==> config.mk <==
export PLATFORM = sky130hd
export DESIGN_NAME = reg_file
export DESIGN_NICKNAME = d
export VERILOG_FILES = /design/src/common/isa_pkg.sv /design/src/rtl/reg_file.sv
export SDC_FILE = /design/constraint.sdc
export NUM_CORES = 1
export LEC_CHECK = 0
export BUFFER_PORTS_ARGS = -buffer_cell sky130_fd_sc_hd__buf_2
export CAP_MARGIN = 0
export CORE_UTILIZATION = 53
export DETAILED_ROUTE_END_ITERATION = 6
export PLACE_DENSITY_LB_ADDON = 0.12
export REMOVE_ABC_BUFFERS = 1
export SETUP_SLACK_MARGIN = 0.15
export SKIP_CTS_REPAIR_TIMING = 1
export SYNTH_ARGS = -nofsm -noshare
export SYNTH_HDL_FRONTEND = slang
export SYNTH_SLANG_ARGS = --single-unit
==> constraint.sdc <==
create_clock -name i_clk -period 3.85 [get_ports i_clk]
set_clock_uncertainty 0.15 [all_clocks]
set_input_delay 0.385 -clock i_clk [delete_from_list [all_inputs] [get_ports i_clk]]
set_output_delay 0.385 -clock i_clk [all_outputs]
set_load 0.01 [all_outputs]
==> src/common/isa_pkg.sv <==
package isa_pkg;

	// Datapath, instruction and PC width
	localparam int XLEN    = 16;
	localparam int REG_AW  = 3;
	localparam int DMEM_AW = 8;
	localparam int OPC_W   = 5;

	// JAL and JALR leave the return address here
	localparam logic [REG_AW-1:0] LINK_REG = 3'd7;

	// Sequential instructions advance by one 16-bit word
	localparam logic [XLEN-1:0] PC_STEP = 16'd2;

	// Instruction field positions
	localparam int OPC_HI    = 15;
	localparam int OPC_LO    = 11;
	localparam int RS_HI     = 10;
	localparam int RS_LO     = 8;
	localparam int RT_HI     = 7;
	localparam int RT_LO     = 5;
	localparam int RD_HI     = 4;
	localparam int RD_LO     = 2;
	localparam int FUNC_HI   = 1;
	localparam int FUNC_LO   = 0;
	localparam int IMM5_HI   = 4;
	localparam int IMM8_HI   = 7;
	localparam int DISP11_HI = 10;

	// Within each group of four the low two bits pick the variant
	typedef enum logic [OPC_W-1:0] {
		HALT    = 5'b00000,
		NOP     = 5'b00001,
		SIIC    = 5'b00010,
		RTI     = 5'b00011,
		J       = 5'b00100,
		JR      = 5'b00101,
		JAL     = 5'b00110,
		JALR    = 5'b00111,
		ADDI    = 5'b01000,
		SUBI    = 5'b01001,
		XORI    = 5'b01010,
		ANDNI   = 5'b01011,
		BEQZ    = 5'b01100,
		BNEZ    = 5'b01101,
		BLTZ    = 5'b01110,
		BGEZ    = 5'b01111,
		ST      = 5'b10000,
		LD      = 5'b10001,
		SLBI    = 5'b10010,
		STU     = 5'b10011,
		ROLI    = 5'b10100,
		SLLI    = 5'b10101,
		RORI    = 5'b10110,
		SRLI    = 5'b10111,
		LBI     = 5'b11000,
		BTR     = 5'b11001,
		ROT_R   = 5'b11010,
		ARITH_R = 5'b11011,
		SEQ     = 5'b11100,
		SLT     = 5'b11101,
		SLE     = 5'b11110,
		SCO     = 5'b11111
	} opcode_e;

endpackage

==> src/rtl/reg_file.sv <==
`timescale 1ns/1ps

module reg_file (
	input  logic                       i_clk,
	input  logic                       i_arst_n,
	input  logic                       i_we,
	input  logic [isa_pkg::REG_AW-1:0] i_waddr,
	input  logic [isa_pkg::XLEN-1:0]   i_wdata,
	input  logic [isa_pkg::REG_AW-1:0] i_raddr_a,
	input  logic [isa_pkg::REG_AW-1:0] i_raddr_b,
	output logic [isa_pkg::XLEN-1:0]   o_rdata_a,
	output logic [isa_pkg::XLEN-1:0]   o_rdata_b
);

	logic [isa_pkg::XLEN-1:0] regs [2**isa_pkg::REG_AW];

	always_ff @(posedge i_clk or negedge i_arst_n) begin
		if (!i_arst_n) begin
			for (int i = 0; i < 2**isa_pkg::REG_AW; i++) begin
				regs[i] <= '0;
			end
		end else if (i_we) begin
			regs[i_waddr] <= i_wdata;
		end
	end

	// Reads see the old value during the write cycle
	assign o_rdata_a = regs[i_raddr_a];
	assign o_rdata_b = regs[i_raddr_b];

endmodule

==> results of run 1 <==
synthesized netlist by cell type:
| library cell | n |
|---|---|
| nor4b_4 | 1 |
| buf_4 | 5 |
| buf_6 | 10 |
| buf_2 | 8 |
| mux4_2 | 8 |
| mux4_1 | 56 |
| buf_1 | 5 |
| clkbuf_2 | 2 |
| nand4_2 | 1 |
| clkbuf_1 | 3 |
| dfrtp_1 | 128 |
| mux2_2 | 160 |
| nor4bb_1 | 2 |
| nand4b_2 | 3 |
| and4bb_2 | 1 |
through the flow:
| stage | power, uW | utilization |
|---|---|---|
| after global placement | 2810 | 0.579 |
| after global routing | 4550 | 0.623 |
| after detailed placement | 2860 | 0.579 |
| final | 4330 | 0.623 |
| after CTS | 4360 | 0.623 |
| after floorplan | 2500 | - |
power groups by stage:
stage	sequential (uW)	clock, uW	combinational (uW)
6_report	1850	1500	986
3_3_place_gp	1840	0	971
4_1_cts	1840	1520	1000
2_1_floorplan	1780	0	713
5_1_grt	1890	1590	1070
3_5_place_dp	1860	0	996
cells by family (layout without fill, tap and decap cells):
kind of cell | Yosys count | count (layout) | share of synthesized area
simple gates | 8 | 8 | 0.0163
flops | 128 | 128 | 0.458
buf+inv | 33 | 100 | 0.0329
mux | 224 | 224 | 0.493
metal layers:
layer | global-route usage | routed length, um
met1 | 0.307 | 6620
met2 | 0.416 | 7850
met3 | 0.0458 | 365
met4 | 0.0987 | 268
met5 | 0 | 0
cell type report:
type / instances / area (sq um) / share of cell area
Multi-Input combinational cell: 232 / 3600 / 0.452
Clock buffer: 26 / 499 / 0.0627
Tap cell: 172 / 215 / 0.0270
Timing Repair Buffer: 68 / 393 / 0.0493
Clock inverter: 6 / 55.1 / 0.00691
Sequential cell: 128 / 3200 / 0.402
how the worst max path moves through the flow:
stage / from / slack (ns) / cells past startpoint / endpoint
2_1_floorplan: i_we / 1.11 / 2 / regs[48]
3_3_place_gp: i_raddr_a[0] / 1.19 / 5 / o_rdata_a[14]
3_5_place_dp: i_raddr_a[0] / 1.19 / 5 / o_rdata_a[14]
4_1_cts: i_raddr_a[0] / 1.18 / 5 / o_rdata_a[14]
5_1_grt: i_raddr_b[0] / 1.13 / 5 / o_rdata_b[14]
6_report: i_raddr_a[0] / 1.20 / 5 / o_rdata_a[14]
placed cells by master (no fill, tap or decap), types with 2 or more instances in the layout:
cell / synthesis / layout
clkbuf_1: 3 / 5
mux4_1: 56 / 56
nor4bb_4: 0 / 2
mux4_2: 8 / 8
clkbuf_16: 0 / 17
buf_12: 0 / 2
mux2_2: 160 / 160
dfrtp_1: 128 / 128
clkbuf_8: 0 / 4
buf_2: 8 / 58
buf_4: 5 / 7
nand4b_2: 3 / 3
clkinv_2: 0 / 5
==> metrics.txt, run 1 <==
status=finished, final reports clean; clock transition at the registers of the reported paths=0.05 ns; drt drc=0; critical path cell sequence=buf_2 -> buf_12 -> mux4_1 -> mux2_2 -> buf_2; Port Buffer Count=59; min Tclk post-route=2.65 ns; PnR worst setup slack=1.20 ns; drt wl/cell=23.9 um; Psw=1100 uW; sequential-to-total area share from yosys stat=0.458; RD Place Congestion=0.729; worst hold-check path type=primary input to flop; Slew @ Worst Pin=0.907 ns; Synth Register Bits=128; arrival time at the worst endpoint=2.12 ns; H-tree levels=4; CP max stage delay=0.57 ns; global-route wire length before repair=23300 um; Final Max Slew Viols=0; max FFs per register=128; Crit path buffers/inverters=3; Synthesis Warnings=0; Initial DRC Count=168; share of layout cells above drive strength 1=0.587; crit path max fanout=17; Antenna Cells=0; sequential share of power=0.427; initial antenna violation count=1; worst-case reg-to-reg path depth=1; CP most frequent cell=buf_2; Period Utilization, post-route=0.689; Rel. slew slack=0.394; post-route antenna net violation count=0; Biggest register=regs; Worst R2R End=regs[80]; CTS buffer count=17; # clock sinks=128; die area=13700 sq um; Filler Cells Inserted=960; syn_area_per_cell=17.8 sq um; Combinational Power Share=0.228; Yosys cell types=15; total track usage=0.243; synth top area cells=dfrtp_1 46%, mux2_2 26%, mux4_1 21%; root buffer cell=clkbuf_16; Area Overhead vs Synth=13.7%; Hold WS=0.157 ns; R2R setup slack=2.91 ns; Max VDD drop=308 uV; Worst Setup Path Type=primary input to primary output; Leak=0.00351 uW; total gr overflow=0; f_max=377 MHz; post-synthesis instance total=393; pre-CTS WS=1.19 ns; TritonCTS clock tree=built; vias in the first global route=4126; Min-Delay Endpoint=regs[114]; Hold Vio Cnt, Final=0; switching share of power=0.253; DP HPWL=9040 um; crit start category=primary input; RR Startpoint=regs[80]; share of the synthesized area in the top cell type=0.458; CP endpoint kind=primary output; Initial Util=0.548; io pins=60; Area after DPL=7400 sq um; row count=41; Int Power=3230 uW; placed cells=599; biggest regs=regs: 128 flops; vias per cell=6.32; crit path max-delay cell type=mux4_1; nets@finish=475; Post-Syn Area=7000 sq um; unrepaired setup endpoints after global routing=no; worst-skew pair later-pin latency=0.41 ns; largest net degree at the start of global routing=47; final wirelength=15100 um; DRT Pass-1 Iters=4; TNS Setup=0 ns; Hold Crit Start=i_wdata[2]; Worst Path Required=3.31 ns; core area=12800 sq um; clock group share of total power=0.345; maxcap violations=0; final instance area=7960 sq um; Die Width=117 um; Power Density=544 nW/um^2; Setup violations, final=0; hold depth=2; Crit path max-delay family=buffers and inverters; Non-Filler Instances=632; Max Root-Sink Buffers=2; via count=3993; Die Ht=117 um; Synth area leader=dfrtp_1
(Power assumes the default switching activity.)
==> run 2, diff against run 1 <==
- ABC_AREA: unset -> 1
- clock period: 3.85 -> 2.8 ns (I/O delays scaled with it)
==> run 2 against run 1 <==
Net effect:
- the run now ends with negative hold slack left
- via count grew 86%
- sequential cell count did not move
- die area increased by 6.9%
- non-clock buffer count up 32
- setup slack worse by 0.35 ns
- power is 38% higher
==> metrics.txt, run 2 <==
crit start category=primary input (unchanged); via count=7424 (was 3993); largest net degree at the start of global routing=65 (was 47); EDFF count, synth=0 (unchanged); Async SR Flop Fraction=1.00 (unchanged); status=finished, violations left (was finished, final reports clean); total track usage=0.303 (was 0.243); Reg area=3200 sq um (unchanged); Area Overhead vs Synth=16.0% (was 13.7%); io pins=60 (unchanged); simple-gate share of the synthesized area=0.367 (was 0.0163); drt wl/cell=15.0 um (was 23.9 um); Max VDD drop=441 uV (was 308 uV); TritonCTS clock tree=built (unchanged); commonest non-fill, non-tap cell in the layout=nand2_1 (was mux2_2); Biggest register=regs (unchanged); worst hold-check path type=primary input to flop (unchanged); synth top area cells=dfrtp_1 43%, nand2_1 28%, nand3_1 8.6% (was dfrtp_1 46%, mux2_2 26%, mux4_1 21%); max FFs per register=128 (unchanged); total gr overflow=0 (unchanged); CTS buffer count=17 (unchanged); most frequent cell after synthesis=nand2_1 (was mux2_2); utilization after layout=0.628 (was 0.623); sequential-to-total area share from yosys stat=0.428 (was 0.458); post-synthesis xor/xnor area fraction=0 (unchanged); Leak=0.00496 uW (was 0.00351 uW); Antenna Cells=0 (unchanged); post-synthesis instance total=1165 (was 393); RD Place Congestion=0.800 (was 0.729); share of the synthesized area in the top cell type=0.428 (was 0.458); Period Utilization, post-route=0.698; Slew @ Worst Pin=0.784 ns (was 0.907 ns); clock transition at the registers of the reported paths=0.06 ns (was 0.05 ns); Initial Util=0.542 (was 0.548); core area=13800 sq um (was 12800 sq um); Main synth FF type=dfrtp_1 (unchanged); Final Max Slew Viols=0 (unchanged); Worst Setup Path Type=primary input to primary output (unchanged); H-tree levels=4 (unchanged); share of layout cells above drive strength 1=0.0995 (was 0.587); CP max stage delay=0.37 ns (was 0.57 ns); CP most frequent cell=nand2_1 (was buf_2); Crit path max-delay family=buffers and inverters (unchanged); Power Density=688 nW/um^2 (was 544 nW/um^2); # clock sinks=128 (unchanged); f_max=512 MHz; drt drc=0 (unchanged); largest family of logic cells by synthesized area=simple AND/OR/NAND/NOR gates (was multiplexers); Die Ht=121 um (was 117 um); initial antenna violation count=0 (was 1); CP endpoint kind=primary output (unchanged); Hold WS=-0.0388 ns (was 0.157 ns); Synth area leader=dfrtp_1 (unchanged); mux share of post-synthesis cell area=0 (was 0.493); Synthesis Warnings=0 (unchanged); Synth Register Bits=128 (unchanged); Filler Cells Inserted=1347 (was 960); Setup violations, final=0 (unchanged); Worst Path Required=2.37 ns (was 3.31 ns); Hold Vio Cnt, Final=2 (was 0); row count=43 (was 41); Crit path buffers/inverters=4 (was 3); TNS Setup=0 ns (unchanged); biggest regs=regs: 128 flops (unchanged); final wirelength=21100 um (was 15100 um); Initial DRC Count=718 (was 168); compound-gate portion of the synthesized area=0.0855 (was 0); DRT Pass-1 Iters=5 (was 4); min Tclk post-route=1.95 ns; Die Width=121 um (was 117 um); adder-cell share of the synthesized area=0 (unchanged); most frequent cells in the layout=551 x nand2_1, 150 x inv_1, 129 x nand3_1 (was 160 x mux2_2, 128 x dfrtp_1, 58 x buf_2); Post-Syn Area=7490 sq um (was 7000 sq um); crit path max-delay cell type=buf_4 (was mux4_1); vias per cell=5.28 (was 6.32); Max Root-Sink Buffers=2 (unchanged); die area=14600 sq um (was 13700 sq um); maxcap violations=0 (unchanged); root buffer cell=clkbuf_16 (unchanged); cell types with the highest counts after synthesis=551 x nand2_1, 150 x inv_1, 129 x nand3_1 (was 160 x mux2_2, 128 x dfrtp_1, 56 x mux4_1); Rel. slew slack=0.477 (was 0.394); failing checks=negative hold slack; unrepaired setup endpoints after global routing=no (unchanged); Port Buffer Count=59 (unchanged); post-route antenna net violation count=0 (unchanged); Multi-input gate area=3390 sq um (was 3600 sq um); arrival time at the worst endpoint=1.52 ns (was 2.12 ns); critical path cell sequence=buf_2 -> inv_1 -> buf_4 -> nand3_1 -> nand2_1 -> nand2_1 -> nand2_1 -> buf_2 (was buf_2 -> buf_12 -> mux4_1 -> mux2_2 -> buf_2); crit path max fanout=32 (was 17); DP HPWL=12100 um (was 9040 um); syn_area_per_cell=6.43 sq um (was 17.8 sq um); worst-skew pair later-pin latency=0.41 ns (about the same); vias in the first global route=6830 (was 4126); nets@finish=1242 (was 475); global-route wire length before repair=33900 um (was 23300 um); Yosys cell types=13 (was 15)
run 2: cell types whose count changed after synthesis, sizes merged, moves of 2 or more:
cell	previous run	this run
buf	28	44
clkbuf	5	26
inv	0	154
mux2	160	0
mux4	64	0
nand2	0	551
nand3	0	129
nand4b	3	0
nor2	0	4
nor4bb	2	0
o21ai	0	128
run 2: final timing paths:
check | start | to | slack, ns | depth (start not counted)
min in group asynchronous | i_arst_n | regs[22] | 0.32 | 2
worst max register to register | regs[9] | regs[9] | 1.94 | 2
worst min register to register | regs[53] | regs[53] | 0.33 | 2
max in group asynchronous | i_arst_n | regs[78] | 1.44 | 3
worst min-delay path | i_wdata[15] | regs[15] | -0.04 | 3
worst max-delay path | i_raddr_b[1] | o_rdata_b[12] | 0.85 | 8
run 2: tightest hold or removal path, cell delays in order:
cell	delay (ns)
buf_2	0.09
nand2_1	0.05
o21ai_0	0.07
run 2: through the flow:
| step | instances | instance area (sq um) | hold WS, ns | power, uW | setup WS, ns |
|---|---|---|---|---|---|
| 2_1_floorplan | 1095 | 7170 | -0.166 | 3280 | 1.22 |
| 3_3_place_gp | 1360 | 7940 | 0.230 | 3700 | 0.898 |
| 3_5_place_dp | 1360 | 7940 | 0.229 | 3740 | 0.914 |
| 4_1_cts | 1391 | 8540 | -0.217 | 5980 | 0.889 |
| 5_1_grt | 1406 | 8690 | 0.00357 | 6350 | 0.754 |
| 6_report | 1406 | 8690 | -0.0388 | 5980 | 0.847 |
run 2: final cells by class:
class / count / share of cell area
repair buffers: 100 / 0.0798
flip-flops and latches: 128 / 0.369
inverters: 154 / 0.0665
clock inverters: 9 / 0.0122
well taps: 180 / 0.0259
clock buffers: 22 / 0.0569
multi-input cells: 813 / 0.390
run 2: layer usage:
metal  part of all wire  track usage
met3              0.069       0.0569
met2               0.47        0.493
met5                  0            0
met1               0.44        0.398
met4              0.024        0.118
run 2: cells by family (layout without fill, tap and decap cells):
family,Yosys count,in the layout
compound gates,128,128
buf+inv,224,285
flops,128,128
simple gates,685,685
run 2: power by group:
part           total, uW  switching (uW)  internal [uW]
Sequential          2370             171           2200
Clock               2230             812           1420
Combinational       1370             876            496
Total               5980            1860           4120
==> run 3, diff against run 2 <==
- ABC_AREA: 1 -> 0
- clock period: 2.8 -> 1.9 ns (I/O delays scaled with it)
==> run 3 against run 2 <==
Net effect:
- the run ends with negative hold slack, negative setup slack left
- register-to-register slack lost 1.1 ns
- power increased by 59%
- setup slack lost 1.0 ns
- cell count shrank 52%
- clock power up 39%
- critical path depth fell by 5
- wire length fell by 25%
- highest routed layer unchanged
==> metrics.txt, run 3 (same netlist as run 1, synthesis figures left out) <==
status=finished, violations left (unchanged); failing checks=negative hold slack, negative setup slack (was negative hold slack); total track usage=0.245 (was 0.303); initial antenna violation count=0 (unchanged); core area=12800 sq um (was 13800 sq um); pre-CTS WS=-0.00128 ns (was 0.914 ns); placed cells=614 (was 1360); vias in the first global route=4188 (was 6830); via count=4094 (was 7424); io pins=60 (unchanged); DRT Pass-1 Iters=4 (was 5); die area=13700 sq um (was 14600 sq um); most frequent cells in the layout=130 x mux2_2, 128 x dfrtp_1, 64 x mux4_2 (was 551 x nand2_1, 150 x inv_1, 129 x nand3_1); Worst Path Required=1.56 ns (was 2.37 ns); max FFs per register=128 (unchanged); f_max=487 MHz; nets@finish=512 (was 1242); row count=41 (was 43); Initial DRC Count=225 (was 718); DP HPWL=9430 um (was 12100 um); RD Place Congestion=0.712 (was 0.800); root buffer cell=clkbuf_16 (unchanged); critical path cell sequence=mux4_2 -> mux2_4 -> buf_6 (was buf_2 -> inv_1 -> buf_4 -> nand3_1 -> nand2_1 -> nand2_1 -> nand2_1 -> buf_2); crit path max-delay cell type=mux4_2 (was buf_4); Slew @ Worst Pin=0.542 ns (was 0.784 ns); Port Buffer Count=59 (unchanged); post-route antenna net violation count=0 (unchanged); min Tclk post-route=2.05 ns; Max VDD drop=544 uV (was 441 uV); final wirelength=15800 um (was 21100 um); commonest non-fill, non-tap cell in the layout=mux2_2 (was nand2_1); Reg area=3200 sq um (unchanged); Hold WS=-0.0174 ns (was -0.0388 ns); maxcap violations=0 (unchanged); Biggest register=regs (unchanged); TritonCTS clock tree=built (unchanged); Max Root-Sink Buffers=2 (unchanged); Crit path max-delay family=multiplexers (was buffers and inverters); unrepaired setup endpoints after global routing=yes (was no); total gr overflow=0 (unchanged); Area Overhead vs Synth=21.8% (was 16.0%); biggest regs=regs: 128 flops (unchanged); Worst Setup Path Type=flop to primary output (was primary input to primary output); utilization after layout=0.668 (was 0.628); worst-skew pair later-pin latency=0.41 ns (about the same); PnR worst setup slack=-0.155 ns (was 0.847 ns); CP max stage delay=0.47 ns (was 0.37 ns); Crit path buffers/inverters=1 (was 4); # clock sinks=128 (unchanged); share of layout cells above drive strength 1=0.706 (was 0.0995); Antenna Cells=0 (unchanged); Filler Cells Inserted=928 (was 1347); WP depth=3 (was 8); Non-Filler Instances=669 (was 1406); Setup violations, final=32 (was 0); Die Width=117 um (was 121 um); drt wl/cell=23.7 um (was 15.0 um); largest net degree at the start of global routing=39 (was 65); final instance area=8530 sq um (was 8690 sq um); Hold Vio Cnt, Final=13 (was 2); drt drc=0 (unchanged); CTS buffer count=17 (unchanged); Rel. slew slack=0.639 (was 0.477); crit path max fanout=3 (was 32); Period Utilization, post-route=1.08; hold depth=2 (was 3); Leak=0.00365 uW (was 0.00496 uW); Power Density=1110 nW/um^2 (was 688 nW/um^2); worst-case reg-to-reg path depth=2 (unchanged); worst hold-check path type=primary input to flop (unchanged); Multi-input gate area=3500 sq um (was 3390 sq um); H-tree levels=4 (unchanged); Die Ht=117 um (was 121 um); arrival time at the worst endpoint=1.71 ns (was 1.52 ns); Final Max Slew Viols=0 (unchanged); Initial Util=0.548 (was 0.542); crit start category=flop (was primary input); global-route wire length before repair=23500 um (was 33900 um); CP endpoint kind=primary output (unchanged); vias per cell=6.12 (was 5.28); clock transition at the registers of the reported paths=0.05 ns (was 0.06 ns); Area after DPL=7650 sq um (was 7940 sq um)
==> run 3: area by class of cell <==
class,instances,area share
flip-flops and latches,128,0.376
clock buffers,21,0.0528
repair buffers,105,0.122
clock inverters,11,0.0135
well taps,172,0.0252
multi-input cells,232,0.410
==> run 3: where the power goes <==
part           switching [uW]  total, uW  internal, uW
combinational             834       2590          1750
clock                    1160       3100          1950
sequential                464       3800          3340
total                    2450       9490          7040
==> run 3: layer usage <==
layer	wire [um]	vias to the layer above	share of wire	GRT usage
met5	0	-	0	0
met4	216	0	0.014	0.0835
met1	6600	2209	0.42	0.288
met3	660	20	0.042	0.0448
met2	8340	127	0.53	0.450
li1	-	1738	-	-
==> run 3: metrics by stage <==
step                      total power [uW]  setup TNS (ns)
after floorplan                       5060          -20.49
after global placement                5730        -0.00502
after detailed placement              5850        -0.00160
after CTS                             8980           -6.05
after global routing                  9930           -5.48
final                                 9490           -4.21
==> run 3: worst paths after layout <==
check	from	endpoint	slack (ns)
worst max-delay path	regs[47]	o_rdata_a[15]	-0.15
worst min-delay path	i_wdata[9]	regs[89]	-0.02
worst max register to register	regs[58]	regs[58]	0.82
worst min register to register	regs[39]	regs[39]	0.37
max in group asynchronous	i_arst_n	regs[76]	0.81
min in group asynchronous	i_arst_n	regs[8]	0.16
==> run 3: worst register-to-register path, stage by stage (launching register included) <==
cell	delay (ns)
dfrtp_1	0.41
buf_4	0.15
mux2_2	0.25
